[src/common/tile_consts.svh]
`ifndef TILE_CONSTS_SVH
`define TILE_CONSTS_SVH

//////////////////////////////
// Datapath widths
//////////////////////////////

// Data word and register index
`define TILE_XLEN        32
`define TILE_REG_AW      5

// Instruction memory is word addressed
`define TILE_IMEM_AW     8

// Memory depths
`define TILE_IMEM_DEPTH  256
`define TILE_REG_NUM     32

//////////////////////////////
// Ring network
//////////////////////////////

`define TILE_RING_ID_W   4
// ID of this tile on the ring
`define TILE_RING_ID     4'd3

// Iterations of the shift-add multiplier, one per multiplier bit
`define TILE_MUL_CYCLES  32

//////////////////////////////
// RV32 major opcodes
//////////////////////////////

`define TILE_OP_OP_IMM   7'b0010011
`define TILE_OP_LUI      7'b0110111
`define TILE_OP_OP       7'b0110011
`define TILE_OP_STORE    7'b0100011
`define TILE_OP_SYSTEM   7'b1110011

// funct7 of the M extension
`define TILE_FUNCT7_MUL  7'b0000001

`endif

[src/common/tile_pkg.sv]
`default_nettype none

`include "tile_consts.svh"

package tile_pkg;

   //////////////////////////////
   // Vector types
   //////////////////////////////

   typedef logic [`TILE_XLEN-1:0]      word_t;
   typedef logic [`TILE_REG_AW-1:0]    reg_addr_t;
   typedef logic [`TILE_IMEM_AW-1:0]   imem_addr_t;
   typedef logic [`TILE_RING_ID_W-1:0] ring_id_t;
   // One bit per byte lane of a store
   typedef logic [3:0]                 byte_mask_t;
   typedef logic [31:0]                instr_t;

   // Command carried by a ring packet
   typedef enum logic [1:0] {
      NET_NONE,
      NET_PC,
      NET_INSTR,
      NET_REG
   } net_op_e;

   // Sequencer states
   typedef enum logic [2:0] {
      IDLE,
      FETCH,
      EXEC,
      MUL_WAIT,
      STORE_WAIT
   } core_state_e;

   //////////////////////////////
   // Structs
   //////////////////////////////

   // Ring packet as seen by the tile
   typedef struct packed {
      logic     valid;
      logic     external;
      logic     bc;
      ring_id_t ring_id;
      net_op_e  net_op;
      // Byte address, register index sits in the low bits
      word_t    addr;
      word_t    data;
   } net_packet_s;

   // Request to data memory
   typedef struct packed {
      logic       valid;
      logic       wen;
      byte_mask_t mask;
      word_t      addr;
      word_t      write_data;
   } mem_req_s;

   typedef struct packed {
      imem_addr_t  pc;
      core_state_e state;
   } debug_s;

endpackage

`default_nettype wire

[src/hdl/alu.sv]
`default_nettype none

`include "tile_consts.svh"

module alu
   (
   input  tile_pkg::instr_t     instr_i,
   input  tile_pkg::word_t      rs1_i,
   input  tile_pkg::word_t      rs2_i,
   output tile_pkg::word_t      result_o,
   output tile_pkg::word_t      store_data_o,
   output tile_pkg::byte_mask_t store_mask_o,
   output tile_pkg::word_t      store_addr_o
   );

   logic [6:0]      opcode;
   logic [2:0]      funct3;
   logic [6:0]      funct7;
   tile_pkg::word_t imm_i;
   tile_pkg::word_t imm_s;

   // Instruction fields
   assign opcode = instr_i[6:0];
   assign funct3 = instr_i[14:12];
   assign funct7 = instr_i[31:25];

   // Sign extended I and S immediates
   assign imm_i = {{20{instr_i[31]}}, instr_i[31:20]};
   assign imm_s = {{20{instr_i[31]}}, instr_i[31:25], instr_i[11:7]};

   //////////////////////////////
   // Arithmetic and logic
   //////////////////////////////

   always_comb
   begin
      result_o = '0;
      case (opcode)
         `TILE_OP_OP_IMM: result_o = rs1_i + imm_i;
         // Upper immediate, low 12 bits cleared
         `TILE_OP_LUI:    result_o = {instr_i[31:12], 12'b0};
         `TILE_OP_OP:
         begin
            case (funct3)
               // funct7 bit 5 selects SUB
               3'b000:  result_o = funct7[5] ? (rs1_i - rs2_i) : (rs1_i + rs2_i);
               3'b100:  result_o = rs1_i ^ rs2_i;
               3'b110:  result_o = rs1_i | rs2_i;
               3'b111:  result_o = rs1_i & rs2_i;
               default: result_o = '0;
            endcase
         end
         default:         result_o = '0;
      endcase
   end

   //////////////////////////////
   // Store path
   //////////////////////////////

   // Byte address of the store
   assign store_addr_o = rs1_i + imm_s;

   always_comb
   begin
      if (funct3 == 3'b000)
      begin
         // SB moves the low byte into its lane
         store_data_o = {24'b0, rs2_i[7:0]} << {store_addr_o[1:0], 3'b000};
         store_mask_o = 4'b0001 << store_addr_o[1:0];
      end
      else
      begin
         // SW, full word
         store_data_o = rs2_i;
         store_mask_o = 4'b1111;
      end
   end

endmodule

`default_nettype wire

[config.mk]
export PLATFORM = sky130hd
export DESIGN_NAME = alu
export DESIGN_NICKNAME = d
export VERILOG_FILES = /design/src/common/tile_pkg.sv /design/src/hdl/alu.sv
export VERILOG_INCLUDE_DIRS = /design/src /design/src/common
export SDC_FILE = /design/constraint.sdc
export NUM_CORES = 1
export LEC_CHECK = 0
export BUFFER_PORTS_ARGS = -buffer_cell sky130_fd_sc_hd__buf_2
export CORE_ASPECT_RATIO = 0.6
export CORE_MARGIN = 3
export CORE_UTILIZATION = 35
export DETAILED_ROUTE_END_ITERATION = 7
export GPL_ROUTABILITY_DRIVEN = 0
export PLACE_DENSITY = 0.62
export SLEW_MARGIN = 20
export SYNTH_ARGS = -nofsm -noshare
export SYNTH_HDL_FRONTEND = slang
export SYNTH_SLANG_ARGS = --single-unit
[constraint.sdc]
create_clock -name vclk -period 4.62
set_input_delay 0 -clock vclk [all_inputs]
set_output_delay 0 -clock vclk [all_outputs]
set_load 0.02 [all_outputs]
; Word-level counts from Yosys, hierarchy flattened
; Index checks and enable logic that the tools add are counted.
[totals]
wordCells = 21
reg_bits = 0
in_bits = 96
[op_classes]
n_reduce_logical = 1
addsub = 4
mux = 5
eq_ne = 6
shifts = 2
n_bitwise = 3
[op_table]
columns = operator, count
row1 = 32-bit case mux with 4 select lines, 1
row2 = 32-bit adder, 3
row3 = 32-bit case mux with 3 select lines, 1
row4 = 32-bit 2-to-1 mux, 2
row5 = 32-bit bitwise AND, 1
row6 = 32-bit OR, 1
row7 = 8-bit by 5-bit left shift with 32-bit output, 1
row8 = 32-bit subtractor, 1
row9 = 32-bit bitwise XOR, 1
row10 = "7-bit by 6-bit equality test with 1-bit output, second input constant", 2
row11 = "3-bit equality test, second input constant", 3
row12 = "7-bit by 5-bit equality test with 1-bit output, second input constant", 1
row13 = 4-bit 2-to-1 mux, 1
row14 = "1-bit by 2-bit left shift with 4-bit output, first input constant", 1
row15 = 3-bit logical NOT, 1

; Logic depth before layout (Yosys ltp)
[logic_depth]
depth_word = 4
depth_mapped = 19

; Least setup slack after synthesis
; Ideal clock, no wire load.
[synth_timing]
path_kind = input-to-output
start = input rs2_i[4]
end = output result_o[21]
t_arrival_ps = 3444
path_stages = 15
path_slack_ps = 1176
n_path_buf = 1
path_cell_list = buf_2 > or3_1 > nor3_1 > and2_1 > nor2_1 > xnor2_1 > ha_1 > a21oi_1 > nand2_1 > a2111oi_0 > nor2_1 > a31oi_1 > nand2b_4 > mux2_1 > o221ai_1
[synth_via]
elab_chain_len = 4
elab_cells_between_ends = 5
classes_between = add/sub (2) / mux (3)
[synth_rtl]
columns = item, line
row1 = "start, declared", alu.sv:9  ; input tile_pkg::word_t rs2_i,
row2 = 32-bit adder / 32-bit subtractor (equally long branches), alu.sv:46  ; 3'b000: result_o = funct7[5] ? (rs1_i - rs2_i) : (rs1_i + rs2_i);
row3 = 32-bit 2-to-1 mux *, alu.sv:46
row4 = 32-bit case mux with 4 select lines *, alu.sv:44  ; case (funct3)
row5 = 32-bit case mux with 3 select lines *, alu.sv:38  ; case (opcode)
row6 = "end, declared", alu.sv:10  ; output tile_pkg::word_t result_o,
; Mark *: on every way between the ends. The rest lies on a longest branch, timed or not.

; Worst setup path in the final report
[layout_timing]
start = input rs2_i[2]
end = output result_o[27]
; Same word-level chain as after synthesis.

==> summary.txt <==
Run status
  – Status: finished, final reports clean

Die
  – Die Ht: between 100 and 150 um
  – Num rows: 41
  – Core Footprint: 0.0214 mm^2
  – Initial Utilization: between 30% and 40%
  – Die area: 0.0242 mm^2
  – Die W: 199 um
  – # IOs: 196

Finish
  – Layout sequential cell count: 0
  – Register Area: 0 um^2
  – Clkbuf count: 0
  – Share of cells above drive strength 1: 17.6%
  – Final net count: between 1500 and 2000
  – Final std cells w/o fill: 1612
  – Area grow syn2layout: 14.4%

Setup path
  – Critical path type: in2out
  – CP Max Fanout: 8
  – Worst path required time: 4.62 ns
  – Crit path cell chain: buf_2 > or3_2 > nor3_4 > nand2_1 > nor2_1 > a21oi_1 > xnor2_1 > ha_1 > and3_1 > and2_1 > o41a_1 > a31o_2 > a31oi_1 > xnor2_1 > nand2_1 > o211ai_1 > buf_2
  – Worst EP arrival: 4.19 ns
  – Buf+Inv Stages, Crit Path: 2
  – CP delay by family, top: simple AND/OR/NAND/NOR gates
  – Crit start category: primary input
  – CP max-delay cell: or3_2
  – Critical path capture point type: output port
  – Max incr delay on CP: 0.55 ns

Pwr
  – Pwr Total: around 1.4 mW
  – Peak VDD IR: 113 uV
  – Pwr/cell area: ~160 mW/mm^2
  – Leak Pwr: 4.23 nW

Synthesis
  – Syn Inst Count: between 1000 and 1500
  – Synthesized cell area: a little under 0.008 mm^2
  – Post-Syn Nets: 1430
  – Netlist cell types: 79
  – Simple-gate area share of the yosys netlist: a little over a fifth
  – Post-synthesis mux area share: under 10%
  – Post-synthesis compound-gate area fraction: 33.4%
  – Synth warn: 0
  – Synth Area in Adders: 21.9%
  – Register area share after synthesis: 0%
  – XOR/XNOR share of the synthesized area: 12.4%
  – Post-synthesis area per instance: ~6.5 um^2
  – Largest family of logic cells by synthesized area: compound AO/OA/AOI/OAI gates

STA
  – Post-layout min period: 4.19 ns
  – RSZ-0062 raised after global routing: false
  – Setup_tns: 0 ns
  – Fin crit share: 90.6%
  – Final Max Slew Viols: 0
  – Setup violators final: 0
  – Final Hold Vio Count: 0
  – Slew Limit Headroom: 29.7%
  – Slew of the pin with the lowest slew margin: 1.04 ns
  – Max Clock Freq: 239 MHz

GRT
  – First-pass GRT wire length: 51.2 mm
  – Number of global-route vias before repair: about 8600
  – Initial antenna violation count: 3
  – GR Util All Layers: 27.3%
  – Largest net degree at the start of global routing: a little under 60
  – Total congestion overflow: 0

Route
  – WL/cell: 21.8 um
  – Via count: 9887
  – Via/cell ratio: just over 6
  – 1st-pass router iterations: 7
  – Drc violations: 0
  – Post-route ant nets: 0
  – DRT iter0 DRCs: approximately 1200
  – Final wirelength: between 30 and 40 mm

Placed design
  – PortBufs: 196
  – Dpl cells: 1611
  – DP HPWL: between 20 and 30 mm

Clocking
  – Post-cts gate resize count: 0
  – Post-CTS Setup Repair Bufs: 0
  – Hold-fix buffers, CTS: 0

Hold path
  – Hold Path Class: in2out

Run
  – Max cap viols: 0
[report_power, final]
group          internal [mW]  switching, mW     total [mW]
logic                  0.489          0.913           1.40
registers                  0              0              0
clock network  0.00000000436              0  0.00000000437
[layout make-up]
type	count	area, um^2
fillers	2338	12500
repair buffers	208	1070
inverters	91	342
diodes	1	2.50
multi-input cells	1033	7160
well taps	279	349
[layout by cell type, fill, tap and decap left out, types with 40 or more instances in the layout]
cell     synthesis  layout
o21ai_0        129     129
nor2_1         104     104
xor2_1          40      40
ha_1           132     132
nand3_1         41      41
inv_1           91      91
buf_2            5     196
a21oi_1        110     110
nand2_1        103     103
xnor2_1         69      69
[cell families (layout without fill, tap and decap cells)]
| kind of cell | Yosys count | after routing |
|---|---|---|
| AO/OA/AOI/OAI | 417 | 417 |
| XOR/XNOR | 110 | 110 |
| adder cells (fa/ha/maj) | 135 | 135 |
| buffers and inverters | 166 | 299 |
| multiplexers | 18 | 18 |
| other | 0 | 1 |
| AND/OR/NAND/NOR | 353 | 353 |
[synthesized netlist by cell type, types with 4 or more instances]
cell	n	share of area, %
o211ai_1	7	0.67
mux2i_1	16	2.1
xnor2_1	69	7.7
xor2_1	40	4.5
a21oi_1	110	7.1
nand2b_1	9	0.72
a221oi_1	6	0.67
nor3_1	16	1.0
and2_1	8	0.64
nand3_1	41	2.6
o22ai_1	8	0.64
o21ai_0	129	8.3
a32oi_1	4	0.45
or2_2	6	0.48
a22oi_1	14	1.3
ha_1	132	21
inv_1	91	4.4
nor2_1	104	5.0
a31oi_1	21	1.7
buf_1	5	0.24
a41oi_1	5	0.56
nor4_1	9	0.72
buf_2	5	0.32
clkbuf_1	61	2.9
and3_1	4	0.32
o221ai_1	6	0.67
or3_1	4	0.32
o21bai_1	7	0.67
o21a_1	9	0.87
nand4_1	21	1.7
nand2_1	103	5.0
a21o_1	30	2.9
nor2b_1	11	0.88
o31ai_1	4	0.38
a211oi_1	18	1.7
[path summary, 6_finish.rpt]
| check | start | depth (start not counted) | endpoint | slack, ns |
|---|---|---|---|---|
| worst min-delay path | rs2_i[0] | 4 | store_data_o[8] | 0.44 |
| worst max-delay path | rs2_i[2] | 17 | result_o[27] | 0.43 |
[metrics by stage]
| stage | instance area (um^2) | utilization, % | hold WS, ns | worst slack [ns] |
|---|---|---|---|---|
| floorplan | 7800 | - | 0.144 | 1.18 |
| global placement | 8920 | 41.6 | 0.425 | 0.635 |
| detailed placement | 8920 | 41.6 | 0.435 | 0.531 |
| CTS | 8920 | 41.6 | 0.441 | 0.515 |
| global route | 8920 | 41.6 | 0.460 | 0.142 |
| finish | 8930 | 41.6 | 0.442 | 0.434 |
[routing by layer]
layer	share of wire, %	vias to the layer above	GRT usage, %	routed length, um
met2	38	592	37.7	13500
met3	14	55	7.32	4850
met5	0.11	-	0	39
met1	46	4623	42.2	16100
li1	-	4611	-	-
met4	1.9	6	4.08	675
Note: power is estimated with default switching activity, not from simulation.
