### src/common/tile_consts.svh
`ifndef TILE_CONSTS_SVH
`define TILE_CONSTS_SVH

//////////////////////////////
// Datapath widths
//////////////////////////////

// Data word and register index
`define TILE_XLEN        32
`define TILE_REG_AW      5

// Instruction memory is word addressed
`define TILE_IMEM_AW     8

// Memory depths
`define TILE_IMEM_DEPTH  256
`define TILE_REG_NUM     32

//////////////////////////////
// Ring network
//////////////////////////////

`define TILE_RING_ID_W   4
// ID of this tile on the ring
`define TILE_RING_ID     4'd3

// Iterations of the shift-add multiplier, one per multiplier bit
`define TILE_MUL_CYCLES  32

//////////////////////////////
// RV32 major opcodes
//////////////////////////////

`define TILE_OP_OP_IMM   7'b0010011
`define TILE_OP_LUI      7'b0110111
`define TILE_OP_OP       7'b0110011
`define TILE_OP_STORE    7'b0100011
`define TILE_OP_SYSTEM   7'b1110011

// funct7 of the M extension
`define TILE_FUNCT7_MUL  7'b0000001

`endif

### src/common/tile_pkg.sv
`default_nettype none

`include "tile_consts.svh"

package tile_pkg;

   //////////////////////////////
   // Vector types
   //////////////////////////////

   typedef logic [`TILE_XLEN-1:0]      word_t;
   typedef logic [`TILE_REG_AW-1:0]    reg_addr_t;
   typedef logic [`TILE_IMEM_AW-1:0]   imem_addr_t;
   typedef logic [`TILE_RING_ID_W-1:0] ring_id_t;
   // One bit per byte lane of a store
   typedef logic [3:0]                 byte_mask_t;
   typedef logic [31:0]                instr_t;

   // Command carried by a ring packet
   typedef enum logic [1:0] {
      NET_NONE,
      NET_PC,
      NET_INSTR,
      NET_REG
   } net_op_e;

   // Sequencer states
   typedef enum logic [2:0] {
      IDLE,
      FETCH,
      EXEC,
      MUL_WAIT,
      STORE_WAIT
   } core_state_e;

   //////////////////////////////
   // Structs
   //////////////////////////////

   // Ring packet as seen by the tile
   typedef struct packed {
      logic     valid;
      logic     external;
      logic     bc;
      ring_id_t ring_id;
      net_op_e  net_op;
      // Byte address, register index sits in the low bits
      word_t    addr;
      word_t    data;
   } net_packet_s;

   // Request to data memory
   typedef struct packed {
      logic       valid;
      logic       wen;
      byte_mask_t mask;
      word_t      addr;
      word_t      write_data;
   } mem_req_s;

   typedef struct packed {
      imem_addr_t  pc;
      core_state_e state;
   } debug_s;

endpackage

`default_nettype wire

### src/hdl/regfile.sv
`default_nettype none

`include "tile_consts.svh"

module regfile
   (
   input  wire                 clk,
   input  wire                 we_i,
   input  tile_pkg::reg_addr_t waddr_i,
   input  tile_pkg::word_t     wdata_i,
   input  tile_pkg::reg_addr_t raddr1_i,
   input  tile_pkg::reg_addr_t raddr2_i,
   output tile_pkg::word_t     rdata1_o,
   output tile_pkg::word_t     rdata2_o
   );

   tile_pkg::word_t regs [0:`TILE_REG_NUM-1];

   // Single write port
   // x0 may be written, the read side hides it
   always_ff @(posedge clk)
   begin
      if (we_i)
      begin
         regs[waddr_i] <= wdata_i;
      end
   end

   //////////////////////////////
   // Read ports
   //////////////////////////////

   // Combinational reads, x0 is hardwired to zero
   assign rdata1_o = (raddr1_i == '0) ? '0 : regs[raddr1_i];
   assign rdata2_o = (raddr2_i == '0) ? '0 : regs[raddr2_i];

endmodule

`default_nettype wire

### config.mk
export PLATFORM = sky130hd
export DESIGN_NAME = regfile
export DESIGN_NICKNAME = d
export VERILOG_FILES = /design/src/common/tile_pkg.sv /design/src/hdl/regfile.sv
export VERILOG_INCLUDE_DIRS = /design/src /design/src/common
export SDC_FILE = /design/constraint.sdc
export NUM_CORES = 1
export LEC_CHECK = 0
export BUFFER_PORTS_ARGS = -buffer_cell sky130_fd_sc_hd__buf_2
export CORE_MARGIN = 2
export CORE_UTILIZATION = 29
export CTS_BUF_LIST = sky130_fd_sc_hd__clkbuf_8
export DETAILED_ROUTE_END_ITERATION = 10
export PLACE_DENSITY = 0.49
export SLEW_MARGIN = 0
export SYNTH_ARGS = -nofsm -noshare
export SYNTH_HDL_FRONTEND = slang
export SYNTH_SLANG_ARGS = --single-unit
### constraint.sdc
create_clock -name clk -period 7.5 [get_ports clk]
set_input_delay 1.5 -clock clk [delete_from_list [all_inputs] [get_ports clk]]
set_output_delay 1.5 -clock clk [all_outputs]
set_load 0.01 [all_outputs]
# Word level (Yosys, flattened, before mapping)
# Memory sizes are Yosys's and may differ from the RTL's.
# Index checks and enable logic that the tools add are counted.
[word_totals]
elab_cells = 7
n_memories = 1
ff_bits = 0
mem_bits_rw = 1024
output_inout_bits = 64
[memory_table]
columns = ["name", "depth", "width", "rd", "rd_ports_with_merged_regs", "wr", "line", "source"]
rows = [
  ["regs", 32, 32, 2, 0, 1, "regfile.sv:17", "tile_pkg::word_t regs [0:`TILE_REG_NUM-1];"],
]
[classes]
n_reduce_logical = 2
n_mux = 4
[ops]
columns = ["op", "n"]
rows = [
  ["2-to-1 mux 32 bit", 2],
  ["logical NOT 5 bit", 2],
  ["2-to-1 mux 1 bit", 2],
]

# Logic depth before layout (Yosys ltp)
# Gate-level depths: netlist (run 1).
[depth]
depth_word = 2
depth_mapped = 9

# Least setup slack after synthesis (run 1)
# No wires, ideal clock.
[synth_timing]
path_type = "input to output"
start = "input port raddr1_i[1]"
end = "output port rdata1_o[25]"
required_ns = 6.000
setup_slack_ns = 2.862
path_buffers = 3
path_stages = 7
t_arrival_ns = 3.138
path_cell_list = "buf_2 buf_2 buf_2 mux2_2 a221oi_1 a21oi_1 a211o_1"
[synth_between]
elab_chain_cells = 2
elab_cells_between_ends = 3
classes_between = "1 x mux; 1 x reduce/logical; 1 x memory"
[synth_rtl]
columns = ["item", "line", "source"]
rows = [
  ["start, declared", "regfile.sv:11", "input tile_pkg::reg_addr_t raddr1_i,"],
  ["memory read (32 x 32 bit) or logical NOT 5 bit (tied branches)", "-", ""],
  ["2-to-1 mux 32 bit (*)", "regfile.sv:34", "assign rdata1_o = (raddr1_i == '0) ? '0 : regs[raddr1_i];"],
  ["end, declared", "regfile.sv:13", "output tile_pkg::word_t rdata1_o,"],
]
# Mark *: on every way between the ends. The rest lies on a longest branch, timed or not.

# Worst setup path in the final report (run 1)
[layout_timing]
start = "input port raddr2_i[2]"
end = "output port rdata2_o[1]"
[layout_between]
elab_chain_cells = 2
elab_cells_between_ends = 3
classes_between = "1 x mux; 1 x reduce/logical; 1 x memory"
[layout_rtl]
columns = ["item", "line", "source"]
rows = [
  ["start, declared", "regfile.sv:12", "input tile_pkg::reg_addr_t raddr2_i,"],
  ["memory read (32 x 32 bit) or logical NOT 5 bit (tied branches)", "-", ""],
  ["2-to-1 mux 32 bit (*)", "regfile.sv:35", "assign rdata2_o = (raddr2_i == '0) ? '0 : regs[raddr2_i];"],
  ["end, declared", "regfile.sv:14", "output tile_pkg::word_t rdata2_o"],
]
# Marked as above.

==> results of run 1 <==
-- per-stage QoR --
| stage | cells | util (%) | setup WS, ns | TNS [ns] |
|---|---|---|---|---|
| floorplan | 2400 | - | 2.86 | 0 |
| global placement | 4583 | 31.5 | -0.124 | -0.124 |
| detailed placement | 4589 | 31.5 | 1.17 | 0 |
| CTS | 4903 | 33.5 | 1.17 | 0 |
| global route | 4908 | 33.5 | 1.07 | 0 |
| finish | 4911 | 33.5 | 1.01 | 0 |
-- where the power goes --
part	internal (mW)	switching (mW)	total, mW
clock network	2.39	2.34	4.73
registers	6.37	0.0298	6.40
logic	0.444	0.744	1.19
total	9.21	3.11	12.3
-- cells by family (layout without fill, tap and decap cells) --
logic type	after synthesis	after routing	share of synthesized area (%)
DFF	1024	1024	65.5
buffers and inverters	226	569	2.31
AOI/OAI and AO/OA	331	331	5.41
and+or+nand+nor	187	187	1.94
other	0	8	0
muxes	632	632	24.9
-- cells in the mapped netlist, drive strengths merged --
cell type and instances:
a2111oi 31, a211o 23, a211oi 47, a21boi 1, a21oi 46, a221o 1, a221oi 23, a22o 62
a32o 9, and2 13, and3 1, and4 1, buf 97, clkbuf 104, edfxtp 1024, inv 25
mux2 24, mux2i 183, mux4 425, nand2 65, nand2b 3, nand3 4, nand3b 7, nor2 35
nor2b 8, nor3 33, nor4 9, nor4b 1, o211ai 1, o221ai 31, o22a 1, o22ai 55
or3 2, or3b 5
-- layout make-up --
class,count,area [µm²],area share (%)
timing repair buffer,230,1670,3.10
clock buffer,179,2460,4.57
antenna,8,20.0,0.0371
sequential,1024,30700,57.0
clock inverter,135,733,1.36
tap,2160,2700,5.01
multi-input combinational,1150,15500,28.7
inverter,25,98.8,0.183
-- path summary, 6_finish.rpt --
check,end,cells past startpoint
max,rdata2_o[1],8
min,regs[2][29],1
-- layer usage --
layer	track usage, %	vias up
li1	-	10900
met1	27.9	15400
met5	0	-
met3	5.33	331
met4	6.82	16
met2	32.1	1542
==> out/qor.yml, run 1 <==
initial_core_util_pct: 29.2
numCtsBuffers: 175
setup_viol: 0
slew_headroom_pct: -1.77
synth_top_cell_by_area: "edfxtp_1"
cts_resized: 0
cts_tree: "built"
synth_cell_type_count: 40
crit_top_cell: "buf_4"
area_growth_pct: 14.8
max-cap-violations: 1
grt_overflow: 0
hold_viol: 0
min_from: "wdata_i[29]"
track_usage_pct: 20.6
die_x_um: 406
drive_above_1_share_pct: 34.1
htreeDepth: 4
drv_slew: 3
nets: 2655
total_power_mw: 12.3
highest_layer: "met5"
grt_pass1_vias: 28900
power.density_nw_per_um2: 228
slowest_stage: "a211oi_1"
firstDrtPassIters: 5
cp-start-kind: "input pin"
gp_congestion: 0.800
ys_seq_area_share_pct: 65.5
met3_length_um: 16300
postRouteAntennaNets: 0
rsz0062_at_grt: "no"
worstPathArrival_ns: 4.99
portBuffers: 112
fin_crit_sh_pct: 86.6
wl_um: 171000
startpoint: "raddr2_i[2]"
reg_top3: "regs x1024"
route.met2.wl_um: 78800
grt_pass1_wl_um: 234000
syn_area_um2: 47000
leakage_nw: 17.3
worst_path_dominant_cell_family: "buffers and inverters"
wire_per_inst_um: 34.9
hold_path_class: "input pin to flop"
endpoint_kind: "output pin"
rows: 147
worstPathRequired_ns: 6.00
grt_antenna_before_repair: 36
yosysWarningCount: 0
synth_top_area_share_pct: 65.5
dieArea_um2: 165000
cts.sinks: 1024
violations: "max-capacitance violations, max-slew violations"
largest-register: "regs"
mostFrequentLayoutCells: "edfxtp_1, mux4_2, mux2i_1, clkbuf_8, buf_4"
postSynthCellCount: 2400
vdd_drop_max_v: 0.000174
vias: 28200
grt_start_max_net_pins: 75
postLayoutCellArea_um2: 53900
drt-initial-drc-count: 3623
place_hpwl_um: 99600
hold_buffers: 0
ys_ff_latch: 1024
cp_max_fo: 52
tightest_slew_ns: 1.51
largest_register_ffs: 1024
crit_buf_inv: 4
route.detailed.drc: 0
clockRootBuffer: "clkbuf_8"
max_freq_mhz: 154
holdWs_ns: 1.09
cts_buffer_depth: 3
io_pins: 113
wl_met1_um: 70900
path_clk_slew_ns: 0.07
n_fill_cell: 15200
cpPeakStageDelay_ns: 0.93
die-height_um: 406
status: "finished with violations"
core_um2: 161000
worstPathCellList: "buf_6 > buf_4 > mux4_2 > a22o_1 > a211oi_1 > nor3_1 > buf_4 > buf_2"
viasPerCell: 5.75
synthTopCellsByArea: "edfxtp_1, mux4_2, mux2i_1, a22o_1, clkbuf_1"
syn_nets: 2449
cts_setup_buffers: 0
path_class: "input pin to output pin"
fin_crit_ns: 6.49
synth.avg_cell_area_um2: 19.6
layout_commonest_cell: "edfxtp_1"
place_area_um2: 50700
Power figures use the tool's default switching activity.
==> inputs of run 2 (changes only) <==
--- a/config.mk
+++ b/config.mk
@@ -8,10 +8,10 @@
 export LEC_CHECK = 0
 export BUFFER_PORTS_ARGS = -buffer_cell sky130_fd_sc_hd__buf_2
 export CORE_MARGIN = 2
-export CORE_UTILIZATION = 29
+export CORE_UTILIZATION = 25
 export CTS_BUF_LIST = sky130_fd_sc_hd__clkbuf_8
 export DETAILED_ROUTE_END_ITERATION = 10
-export PLACE_DENSITY = 0.49
+export PLACE_DENSITY = 0.45
 export SLEW_MARGIN = 0
 export SYNTH_ARGS = -nofsm -noshare
 export SYNTH_HDL_FRONTEND = slang
==> out/qor.yml, run 2 (same netlist as run 1, synthesis figures left out) <==
setup_viol: 0  # unchanged
htreeDepth: 4  # unchanged
vias: 27600  # was 28,200
grt_antenna_before_repair: 29  # was 36
hold_viol: 0  # unchanged
place_hpwl_um: 102000  # was 99,600 µm
cpPeakStageDelay_ns: 0.94  # was 0.93 ns
cts_buffer_depth: 3  # unchanged
dieArea_um2: 191000  # was 165,000 µm²
path_clk_slew_ns: 0.06  # was 0.07 ns
max_freq_mhz: 160  # was 154 MHz
power.internal_mw: 9.34  # was 9.21 mW
cts_setup_buffers: 0  # unchanged
track_usage_pct: 17.9  # was 20.6%
area_growth_pct: 16.0  # was 14.8%
grt_pass1_vias: 29000  # was 28,900
setup_tns_ns: 0  # unchanged
path_class: "input pin to output pin"  # unchanged
numCtsBuffers: 181  # was 175
wire_per_inst_um: 33.3  # was 34.9 µm
cts_resized: 0  # unchanged
rows: 159  # was 147
grt_overflow: 0  # unchanged
hold_path_class: "input pin to flop"  # unchanged
rsz0062_at_grt: "no"  # unchanged
clockRootBuffer: "clkbuf_8"  # unchanged
grt_pass1_wl_um: 239000  # was 234,000 µm
layout_commonest_cell: "edfxtp_1"  # unchanged
route.detailed.drc: 0  # unchanged
reg_top3: "regs x1024"  # unchanged
worstPathRequired_ns: 6.00  # about the same
vdd_drop_max_v: 0.000151  # was 0.000174 V
endpoint_kind: "output pin"  # unchanged
fin_crit_sh_pct: 83.1  # was 86.6%
nets: 2655  # unchanged
n_fill_cell: 18300  # was 15,200
die-height_um: 437  # was 406 µm
io_pins: 113  # unchanged
tightest_slew_ns: 1.23  # was 1.51 ns
wl_um: 175000  # was 171,000 µm
p_sw_mw: 3.17  # was 3.11 mW
gp_congestion: 0.783  # was 0.800
leakage_nw: 17.3  # about the same
power_frac_comb_pct: 9.2  # was 9.6%
largest_register_ffs: 1024  # unchanged
fin_util_pct: 29.1  # was 33.5%
slowest_stage: "a2111oi_0"  # was a211oi_1
power.density_nw_per_um2: 230  # was 228 nW/µm²
cts.sinks: 1024  # unchanged
firstDrtPassIters: 5  # unchanged
power_frac_seq_pct: 51.2  # was 52.0%
mostFrequentLayoutCells: "edfxtp_1, mux4_2, mux2i_1, clkbuf_8, buf_2"  # was edfxtp_1, mux4_2, mux2i_1, clkbuf_8, buf_4
cts_tree: "built"  # unchanged
slew_headroom_pct: 17.3  # was -1.77%
worst_path_dominant_cell_family: "compound AO/OA/AOI/OAI gates"  # was buffers and inverters
crit_cells: 7  # was 8
largest-register: "regs"  # unchanged
grt_start_max_net_pins: 69  # was 75
drv_slew: 0  # was 3
crit_buf_inv: 3  # was 4
portBuffers: 112  # unchanged
die_x_um: 437  # was 406 µm
cp-start-kind: "input pin"  # unchanged
worstPathArrival_ns: 4.74  # was 4.99 ns
pwr-share-clk_pct: 39.6  # was 38.4%
netSwitchingFraction_pct: 25.3  # about the same
postRouteAntennaNets: 0  # unchanged
hold_depth: 1  # unchanged
worstPathCellList: "buf_6 > or3b_4 > buf_4 > o22ai_1 > a2111oi_0 > nor3_1 > buf_2"  # was buf_6 > buf_4 > mux4_2 > a22o_1 > a211oi_1 > nor3_1 > buf_4 > buf_2
cp_max_fo: 38  # was 52
fin_crit_ns: 6.24  # was 6.49 ns
viasPerCell: 5.25  # was 5.75
core_um2: 187000  # was 161,000 µm²
max-cap-violations: 0  # was 1
status: "finished clean"  # was finished with violations
hold_buffers: 0  # unchanged
drive_above_1_share_pct: 34.3  # was 34.1%
drt-initial-drc-count: 2995  # was 3,623
initial_core_util_pct: 25.1  # was 29.2%
[run 2: layer usage]
layer / routed length [µm] / share of wire [%] / track usage, % / up-vias
li1: - / - / - / 10900
met1: 68900 / 39 / 22.1 / 15100
met2: 89500 / 51 / 31.3 / 1296
met3: 11800 / 6.8 / 3.84 / 300
met4: 4840 / 2.8 / 5.73 / 14
met5: 97 / 0.055 / 0 / -
[run 2: power by group through the flow]
stage	registers, mW	clock network (mW)	logic [mW]
after floorplan	6.51	0	0.648
final	6.40	4.95	1.15
after global routing	6.40	5.33	1.21
after CTS	6.40	5.08	1.17
after global placement	6.51	0	1.15
after detailed placement	6.52	0	1.17
[run 2: metrics by stage]
| stage | power, mW | setup WS [ns] | hold WS, ns | area (µm²) | cells |
|---|---|---|---|---|---|
| 2_1_floorplan | 7.16 | 2.86 | 1.60 | 47000 | 2400 |
| 3_3_place_gp | 7.66 | 0.313 | 1.99 | 51000 | 4912 |
| 3_5_place_dp | 7.69 | 1.17 | 2.01 | 51000 | 4918 |
| 4_1_cts | 12.7 | 1.16 | 1.01 | 54500 | 5254 |
| 5_1_grt | 12.9 | 1.27 | 1.07 | 54500 | 5258 |
| 6_report | 12.5 | 1.26 | 1.12 | 54500 | 5259 |
[run 2: layout make-up]
type                    count  area [µm²]  share of cell area [%]
well taps                2495        3120                    5.73
flip-flops and latches   1024       30700                    56.5
clock inverters           153         892                    1.64
clock buffers             183        2520                    4.62
multi-input cells        1150       15500                    28.4
inverters                  25        98.8                   0.181
diodes                      5        12.5                  0.0230
repair buffers            224        1610                    2.95
[run 2: worst paths after layout]
check | slack (ns) | end | from
worst min-delay path | 1.12 | regs[28][0] | wdata_i[0]
worst max-delay path | 1.26 | rdata2_o[31] | raddr2_i[2]
