## config.mk

```make
export PLATFORM = sky130hd
export DESIGN_NAME = net_cmd_decode
export DESIGN_NICKNAME = d
export VERILOG_FILES = /design/src/common/tile_pkg.sv /design/src/hdl/net_cmd_decode.sv
export VERILOG_INCLUDE_DIRS = /design/src /design/src/common
export SDC_FILE = /design/constraint.sdc
export NUM_CORES = 1
export LEC_CHECK = 0
export ABC_AREA = 1
export ABC_CLOCK_PERIOD_IN_PS = 800
export BUFFER_PORTS_ARGS = -buffer_cell sky130_fd_sc_hd__buf_2
export CORE_MARGIN = 3
export CORE_UTILIZATION = 30
export CTS_CLUSTER_DIAMETER = 60
export DETAILED_ROUTE_END_ITERATION = 8
export PLACE_DENSITY = 0.67
export SYNTH_ARGS = -nofsm -noshare
export SYNTH_HDL_FRONTEND = slang
export SYNTH_SLANG_ARGS = --single-unit
```

## constraint.sdc

```tcl
create_clock -name clk -period 0.8 [get_ports clk]
set_input_delay 0.04 -clock clk [delete_from_list [all_inputs] [get_ports clk]]
set_output_delay 0.04 -clock clk [all_outputs]
set_load 0.01 [all_outputs]
```

## src/common/tile_consts.svh

```systemverilog
`ifndef TILE_CONSTS_SVH
`define TILE_CONSTS_SVH

//////////////////////////////
// Datapath widths
//////////////////////////////

// Data word and register index
`define TILE_XLEN        32
`define TILE_REG_AW      5

// Instruction memory is word addressed
`define TILE_IMEM_AW     8

// Memory depths
`define TILE_IMEM_DEPTH  256
`define TILE_REG_NUM     32

//////////////////////////////
// Ring network
//////////////////////////////

`define TILE_RING_ID_W   4
// ID of this tile on the ring
`define TILE_RING_ID     4'd3

// Iterations of the shift-add multiplier, one per multiplier bit
`define TILE_MUL_CYCLES  32

//////////////////////////////
// RV32 major opcodes
//////////////////////////////

`define TILE_OP_OP_IMM   7'b0010011
`define TILE_OP_LUI      7'b0110111
`define TILE_OP_OP       7'b0110011
`define TILE_OP_STORE    7'b0100011
`define TILE_OP_SYSTEM   7'b1110011

// funct7 of the M extension
`define TILE_FUNCT7_MUL  7'b0000001

`endif

```

## src/common/tile_pkg.sv

```systemverilog
`default_nettype none

`include "tile_consts.svh"

package tile_pkg;

   //////////////////////////////
   // Vector types
   //////////////////////////////

   typedef logic [`TILE_XLEN-1:0]      word_t;
   typedef logic [`TILE_REG_AW-1:0]    reg_addr_t;
   typedef logic [`TILE_IMEM_AW-1:0]   imem_addr_t;
   typedef logic [`TILE_RING_ID_W-1:0] ring_id_t;
   // One bit per byte lane of a store
   typedef logic [3:0]                 byte_mask_t;
   typedef logic [31:0]                instr_t;

   // Command carried by a ring packet
   typedef enum logic [1:0] {
      NET_NONE,
      NET_PC,
      NET_INSTR,
      NET_REG
   } net_op_e;

   // Sequencer states
   typedef enum logic [2:0] {
      IDLE,
      FETCH,
      EXEC,
      MUL_WAIT,
      STORE_WAIT
   } core_state_e;

   //////////////////////////////
   // Structs
   //////////////////////////////

   // Ring packet as seen by the tile
   typedef struct packed {
      logic     valid;
      logic     external;
      logic     bc;
      ring_id_t ring_id;
      net_op_e  net_op;
      // Byte address, register index sits in the low bits
      word_t    addr;
      word_t    data;
   } net_packet_s;

   // Request to data memory
   typedef struct packed {
      logic       valid;
      logic       wen;
      byte_mask_t mask;
      word_t      addr;
      word_t      write_data;
   } mem_req_s;

   typedef struct packed {
      imem_addr_t  pc;
      core_state_e state;
   } debug_s;

endpackage

`default_nettype wire

```

## src/hdl/net_cmd_decode.sv

```systemverilog
`default_nettype none

`include "tile_consts.svh"

module net_cmd_decode
   (
   input  wire                 clk,
   input  wire                 reset,
   input  tile_pkg::net_packet_s net_packet_i,
   output logic                pc_cmd_o,
   output logic                instr_cmd_o,
   output logic                reg_cmd_o,
   output tile_pkg::word_t     cmd_addr_o,
   output tile_pkg::word_t     cmd_data_o
   );

   tile_pkg::net_packet_s packet_r;
   logic                  id_match;
   logic                  exec_packet;

   // Packet is held one cycle before it is decoded
   always_ff @(posedge clk)
   begin
      if (reset)
         packet_r <= '0;
      else
         packet_r <= net_packet_i;
   end

   // Our ID on a valid internal packet
   assign id_match = packet_r.valid & ~packet_r.external
                   & (packet_r.ring_id == `TILE_RING_ID);

   // Own ID and no broadcast, or a broadcast sent by another tile
   // A broadcast carrying our own ID came from this tile
   assign exec_packet = (id_match & ~packet_r.bc)
                      | (~id_match & packet_r.bc & packet_r.valid & ~packet_r.external);

   // One pulse per command type
   assign pc_cmd_o    = exec_packet & (packet_r.net_op == tile_pkg::NET_PC);
   assign instr_cmd_o = exec_packet & (packet_r.net_op == tile_pkg::NET_INSTR);
   assign reg_cmd_o   = exec_packet & (packet_r.net_op == tile_pkg::NET_REG);

   assign cmd_addr_o = packet_r.addr;
   assign cmd_data_o = packet_r.data;

   // Never more than one command per packet
   assert property (@(posedge clk) disable iff (reset)
      $onehot0({pc_cmd_o, instr_cmd_o, reg_cmd_o}));

endmodule

`default_nettype wire

```

======== After elaboration in Yosys (flattened, before gate mapping) ========
Index checks and enable logic that the tools add are counted.
storage, ports and cells
  bits in read-only memories .............. 0
  bits in latches ......................... 0
  memories ................................ 0
  memory bits (writable) .................. 0
  output and inout bits ................... 67
  input port bits ......................... 75
  register bits ........................... 73
cells by class
  shifts and indexed selects .............. 0
  reductions and logical operators ........ 0
  div/mod/pow operators ................... 0
  eq/ne operators ......................... 4
  multipliers ............................. 0
  bitwise gates (word level) .............. 13
  $lt $le $gt $ge ......................... 0
  muxes and demuxes ....................... 0
  $add $sub $neg .......................... 0
operators by type and width
  cell                  number
  $and A1 B1 Y1         9
  $eq A2 B2 Y1 const B  2
  $eq A4 B2 Y1 const B  1
  $not A1 Y1            3
  $eq A2 B1 Y1 const B  1
  $or A1 B1 Y1          1

======== Longest topological paths before layout ========
Gate-level depths: netlist of run 1.
  word-level depth ........................ 9
  mapped depth ............................ 6
  mapped depth without buffers ............ 6

======== Worst setup path after synthesis of run 1 ========
Ideal clock, no wire load.
  path kind ............................... reg-to-output
  start point ............................. reg packet_r[69] (netlist bit)
  end point ............................... out instr_cmd_o
  path slack .............................. 0.018 ns
  cell stages (with the launch flop) ...... 6
  buffers on the path ..................... 0
  arrival time ............................ 0.742 ns
  required time ........................... 0.760 ns
  path through ............................ dfxtp_1 -> nor2_2 -> nand2_1 -> nand2_1 -> nand3_2 -> nor2_1
between the ends
  cells in the longest elaborated chain, start to end .. 8
  elaborated cells on any way between the ends .. 9
ends and longest elaborated chain
  item                               line                  source
  start: declaration                 net_cmd_decode.sv:17  tile_pkg::net_packet_s packet_r;
  start signal: assignment           net_cmd_decode.sv:27  packet_r <= net_packet_i;
  $eq A4 B2 Y1 (no source line) (*)  -
  $and A1 B1 Y1 (*)                  net_cmd_decode.sv:31  assign id_match = packet_r.valid & ~packet_r.external
  $not A1 Y1                         net_cmd_decode.sv:37  | (~id_match & packet_r.bc & packet_r.valid & ~packet_r.external);
  $and A1 B1 Y1 (3 in series)        net_cmd_decode.sv:37
  $or A1 B1 Y1 (*)                   net_cmd_decode.sv:37
  $and A1 B1 Y1 (*)                  net_cmd_decode.sv:41  assign instr_cmd_o = exec_packet & (packet_r.net_op == tile_pkg::NET_INSTR);
  end: declaration                   net_cmd_decode.sv:11  output logic instr_cmd_o,
Every way passes the cells marked *; elsewhere a longest branch is shown, timed or not.

======== Worst setup path in the final report of run 1 ========
  start point ............................. reg packet_r[68] (netlist bit)
  end point ............................... out pc_cmd_o
between the ends
  cells in the longest elaborated chain, start to end .. 8
  elaborated cells on any way between the ends .. 9
ends and longest elaborated chain
  item                               line                  source
  $eq A4 B2 Y1 (no source line) (*)  -
  $and A1 B1 Y1 (*)                  net_cmd_decode.sv:31
  $not A1 Y1                         net_cmd_decode.sv:37
  $and A1 B1 Y1 (3 in series)        net_cmd_decode.sv:37
  $or A1 B1 Y1 (*)                   net_cmd_decode.sv:37
  $and A1 B1 Y1 (*)                  net_cmd_decode.sv:40  assign pc_cmd_o = exec_packet & (packet_r.net_op == tile_pkg::NET_PC);
  end: declaration                   net_cmd_decode.sv:10  output logic pc_cmd_o,
Marked as above.

==> key figures, run 1 <==
Setup path
  – CP startpoint: packet_r[68]
  – Critical Path AT: 1220 ps
  – CP startpoint kind: flip-flop
  – Worst setup EP type: primary output
  – CP Max Fanout: 3
  – WP data required: 760 ps
  – End of the critical path: pc_cmd_o
  – CP Class: flip-flop to primary output

Status
  – Outcome: complete, but fails checks
  – Violated checks: negative setup slack

Logic synthesis
  – Synth cell types: 10
  – Sequential share of the synthesized area: 55.0%
  – Synth top area share: a little under three fifths
  – Cell Area, Synth: 2660 sq um
  – #FFs+latches synth: 73
  – Cell taking the most area after synthesis: dfxtp_1
  – Mapped Nets: 383
  – Gate Count Post-Synth: 308
  – Synth warn: 0
  – Mean area per synthesized cell: 8.62 sq um
  – Top area cells in the synthesized netlist: dfxtp_1, buf_4, inv_1

Clock tree
  – H-tree Lvls: 3
  – Clock transition at path regs: 80 ps
  – TritonCTS Buffers: 9
  – Clk sink count: 73
  – Clock root cell: clkbuf_8
  – TritonCTS clock tree: done
  – Clock Path Buffers: 2

Cells and area
  – ANT cells: 0
  – Net count, final: 538
  – Area grow syn2layout: 53.0%
  – Fillers: 812
  – Design Area, Final: ~4100 sq um
  – Final Non-Filler Cells: around 570
  – Leading cell type in the layout, fill and taps excluded: buf_2
  – Most frequent cells in the layout: buf_2, inv_1, nor2_1
  – Fraction of layout cells with a size suffix above 1: between 40% and 50%

Global routing
  – All-layer global routing usage: 12.4%
  – Vias in the first global route: roughly 2200
  – Largest net degree at the start of global routing: 44
  – Initial antenna violation count: 0
  – First-pass GRT wire length: just under 10000 um
  – Grt total ovfl: 0

Drt
  – Wire length per cell: 11.1 um
  – DRT iter0 DRCs: 11
  – Vias/cell: roughly 3.7
  – Detail Route Antenna Nets: 0
  – DR vias: 2109
  – Drt drc: 0
  – WL final: around 6300 um
  – Initial DRT Pass Iterations: 4

Floorplan
  – Core area: 8420 sq um
  – Die W: 100 um
  – Rows: 33
  – I/O pin count: 142
  – Die area: 10000 sq um
  – DIE HEIGHT: 100 um
  – Initial Utilization: 31.5%

Timing
  – Final Hold Fails: 0
  – Worst-margin pin slew: 190 ps
  – Endpoints failing setup: 35
  – Final setup margin: -460 ps
  – Max-slew violations: 0
  – Final cycle utilization of the critical path: 157%
  – Tmin final: 1260 ps
  – RSZ-0062 raised after global routing: true
  – Max Freq: around 0.79 GHz
  – Final hold slack: ~120 ps
  – Max transition margin: 87.4%

Pwr
  – Static leakage: 2.24 nW
  – Power Dens Cells: 1840 nW/um^2
  – VDD IR max: 0.000631 V

Placement
  – Dpl cells: 484
  – Port Buffers: 141
  – HPWL Detailed: 3670 um
  – Area after DPL: ~3000 sq um
  – Gpl congestion: 0.672

Min path
  – Worst Hold Depth: 3
  – Hold Crit Class: input pin to flip-flop

Run
  – Max-cap violations: 0
-- flip-flops by register name (all words and copies together), names as in the netlist --
| signal | count |
|---|---|
| packet_r | 9 |
| cmd_data_o | 32 |
| cmd_addr_o | 32 |
-- final cells by class --
type | instances | area, sq um | area share, %
timing repair buffer | 216 | 1640 | 40.3
clock inverter | 5 | 32.5 | 0.800
clock buffer | 10 | 138 | 3.39
inverter | 77 | 289 | 7.11
tap | 105 | 131 | 3.23
sequential | 73 | 1500 | 36.8
multi-input combinational | 86 | 340 | 8.37
-- critical path: stages, from the launching register on --
cell     delay (ps)
dfxtp_1         310
nor2_2          110
nand2_1          60
nand2_1          60
nand3_2         100
nor2_1          110
buf_2           140
-- synth_stat cells --
| master | number |
|---|---|
| inv_1 | 77 |
| nor2_1 | 77 |
| dfxtp_1 | 73 |
| buf_4 | 64 |
| buf_6 | 8 |
| nand2_1 | 5 |
| nand3_1 | 1 |
| nand3_2 | 1 |
| nor2_2 | 1 |
| or2_1 | 1 |
-- worst min path at each step --
stage,start,slack (ps),endpoint
after global placement,net_packet_i[59],240,cmd_addr_o[27]
final,reset,120,cmd_addr_o[5]
after detailed placement,net_packet_i[56],250,cmd_addr_o[24]
after global routing,reset,120,cmd_data_o[17]
after floorplan,net_packet_i[32],150,cmd_addr_o[0]
after CTS,reset,100,cmd_addr_o[2]
-- power breakdown --
part	internal (W)	total (W)	switching, W
clock network	0.00118	0.00251	0.00133
registers	0.00384	0.00391	0.0000647
logic	0.000641	0.00105	0.000413
-- metrics by stage --
stage | setup TNS, ps | setup slack [ps] | total power (W) | util (%)
global route | -4290 | -568 | 0.00787 | 48.3
CTS | -3460 | -513 | 0.00751 | 46.3
global placement | -253 | -115 | 0.00463 | 35.2
floorplan | 0 | 17.9 | 0.00451 | -
finish | -1500 | -460 | 0.00747 | 48.3
detailed placement | -348 | -139 | 0.00465 | 35.2
-- routing by layer --
| layer | vias up | wire length, um | GRT usage (%) |
|---|---|---|---|
| li1 | 1090 | - | - |
| met1 | 919 | 2300 | 11.8 |
| met2 | 89 | 3410 | 24.4 |
| met3 | 11 | 536 | 3.75 |
| met4 | 0 | 86 | 5.28 |
| met5 | - | 0 | 0 |
-- repair_timing --
| item | in CTS | in global routing |
|---|---|---|
| setup endpoints to repair | 67 | 67 |
| pin swaps | 3 | 2 |
| hold buffers | 73 | 0 |
| resized for setup | 9 | 46 |
| gates cloned | 0 | 0 |
| endpoints found under the hold margin | 73 | 0 |
| buffers inserted | 0 | 0 |
-- logic make-up (layout without fill, tap and decap cells) --
family | count (synthesis) | after routing | share of synthesized area (%)
flops | 73 | 73 | 55.0
buf+inv | 149 | 308 | 32.4
simple gates | 86 | 86 | 12.6
Power figures use the tool's default switching activity.
==> inputs of run 2 (changes only) <==
- BUFFER_PORTS_ARGS: -buffer_cell sky130_fd_sc_hd__buf_2 -> unset
- DONT_BUFFER_PORTS: unset -> 1
- PLACE_DENSITY: 0.67 -> 0.54
==> run 2 against run 1 <==
  * The run still ends with negative setup slack left
  * Critical path depth decreased by 1
  * Combinational power decreased by 53%
  * Critical path type unchanged
  * Cell area decreased by 21%
  * Utilization decreased by 10 points
  * Global-route usage decreased by 2.5 points
  * Power decreased by 2.4%
==> key figures, run 2 (same netlist as run 1, synthesis figures left out) <==
Status
  – Outcome: complete, but fails checks
  – Violated checks: negative setup slack

Timing
  – Final cycle utilization of the critical path: 146%
  – Max Freq: 0.853 GHz
  – Final setup margin: -372 ps
  – RSZ-0062 raised after global routing: true
  – Final hold slack: 246 ps
  – Final Hold Fails: 0
  – Endpoints failing setup: 3
  – Tmin final: 1170 ps
  – Max transition margin: 66.5%
  – Max-slew violations: 0
  – Worst-margin pin slew: 502 ps

Placement
  – Gpl congestion: about 0.62
  – Setup WS pre-CTS: -88.4 ps
  – Dpl cells: 341
  – HPWL Detailed: 2900 um
  – Port Buffers: 0

Setup path
  – CP Max Fanout: 3
  – Critical Path AT: 1130 ps
  – Max incr delay on CP: 330 ps
  – Slowest CP cell: dfxtp_2
  – WP data required: 760 ps
  – Crit path cell chain: nor2_4 -> nand2_2 -> nand2_2 -> nand3_4 -> nor2_4
  – CP startpoint kind: flip-flop
  – Worst setup EP type: primary output
  – CP Class: flip-flop to primary output
  – CP startpoint: packet_r[68]
  – End of the critical path: pc_cmd_o

Cells and area
  – Most frequent cells in the layout: inv_1, nor2_1, dlygate4sd3_1
  – ANT cells: 0
  – Net count, final: 396
  – Final Non-Filler Cells: 430
  – Area grow syn2layout: 20.3%
  – Leading cell type in the layout, fill and taps excluded: inv_1
  – Fraction of layout cells with a size suffix above 1: 8.62%

Drt
  – Detail Route Antenna Nets: 0
  – DR vias: approximately 1600
  – Wire length per cell: 11.5 um
  – WL final: 4940 um
  – Drt drc: 0
  – Initial DRT Pass Iterations: 4
  – DRT iter0 DRCs: 31
  – Vias/cell: 3.78

Floorplan
  – Core area: 8420 sq um
  – Die area: 10000 sq um
  – Rows: 33
  – Die W: 100 um
  – I/O pin count: around 140
  – DIE HEIGHT: approximately 100 um
  – Initial Utilization: around a third

Pwr
  – Power Dens Cells: 2280 nW/um^2
  – Static leakage: between 1.5 and 2 nW
  – VDD IR max: 0.000699 V

Global routing
  – Grt total ovfl: 0
  – All-layer global routing usage: 9.96%
  – Vias in the first global route: 1726
  – Largest net degree at the start of global routing: between 50 and 60
  – Initial antenna violation count: 0
  – First-pass GRT wire length: 7620 um

Clock tree
  – TritonCTS clock tree: done
  – H-tree Lvls: 3
  – Clock root cell: clkbuf_8
  – Clock Path Buffers: 2
  – TritonCTS Buffers: 9
  – Clock transition at path regs: 70 ps
  – Post-CTS Setup Bufs: 0
  – Clk sink count: 73

Run
  – Max-cap violations: 0

Min path
  – Hold Crit Class: input pin to flip-flop
  – Hold Startpoint: reset
  – Worst Hold Depth: 2
## run 2: cell types whose count changed in the layout (fill, tap and decap cells not counted), moves of 4 or more
cell     delta
nor2_4      +4
buf_6      -26
dfxtp_1    +22
buf_2     -115
dfxtp_2    -22
## run 2: where the power goes
part / switching, W / internal [W] / leakage [nW]
Sequential: 0.000165 / 0.00384 / 0.610
Combinational: 0.000172 / 0.000319 / 0.953
Clock: 0.00128 / 0.00151 / 0.0916
Total: 0.00162 / 0.00567 / 1.65
## run 2: how the worst min path moves through the flow
| stage | end | slack (ps) |
|---|---|---|
| finish | packet_r[67] | 250 |
| global route | cmd_addr_o[29] | 280 |
| CTS | cmd_addr_o[25] | 280 |
| detailed placement | packet_r[71] | 120 |
| global placement | cmd_addr_o[22] | 120 |
| floorplan | cmd_addr_o[0] | 150 |
## run 2: routing by layer
| layer | wire length (um) | share of wire (%) | global-route usage [%] | vias up |
|---|---|---|---|---|
| li1 | - | - | - | 806 |
| met1 | 1780 | 36 | 8.63 | 730 |
| met2 | 2660 | 54 | 19.2 | 82 |
| met3 | 414 | 8.4 | 3.89 | 9 |
| met4 | 85 | 1.7 | 5.60 | 0 |
| met5 | 0 | 0 | 0 | - |
## run 2: critical path: cells and delay by family (launching register included)
family | cells | cell delay (ps)
and+or+nand+nor | 5 | 480
DFF | 1 | 330
## run 2: stage by stage
step | utilization, % | total power, W | area (sq um) | TNS [ps]
detailed placement | 26.3 | 0.00427 | 2220 | -252
global placement | 26.3 | 0.00425 | 2220 | -93.5
finish | 38.0 | 0.00729 | 3200 | -1110
CTS | 37.8 | 0.00746 | 3190 | -9410
floorplan | - | 0.00451 | 2660 | 0
global route | 38.0 | 0.00771 | 3200 | -1360
## run 2: repair_timing
item                                   CTS  global route
gates cloned                             0             0
pin swaps                                2             1
endpoints found under the hold margin   73             0
hold buffers                            74             0
setup endpoints to repair                3            29
resized for setup                        8            11
## run 2: layout make-up
class / instances / area [sq um]
Clock buffer: 11 / 141
Clock inverter: 4 / 53.8
Fill cell: 855 / 5230
Inverter: 77 / 289
Multi-Input combinational cell: 86 / 378
Sequential cell: 73 / 1470
Tap cell: 105 / 131
Timing Repair Buffer: 74 / 736
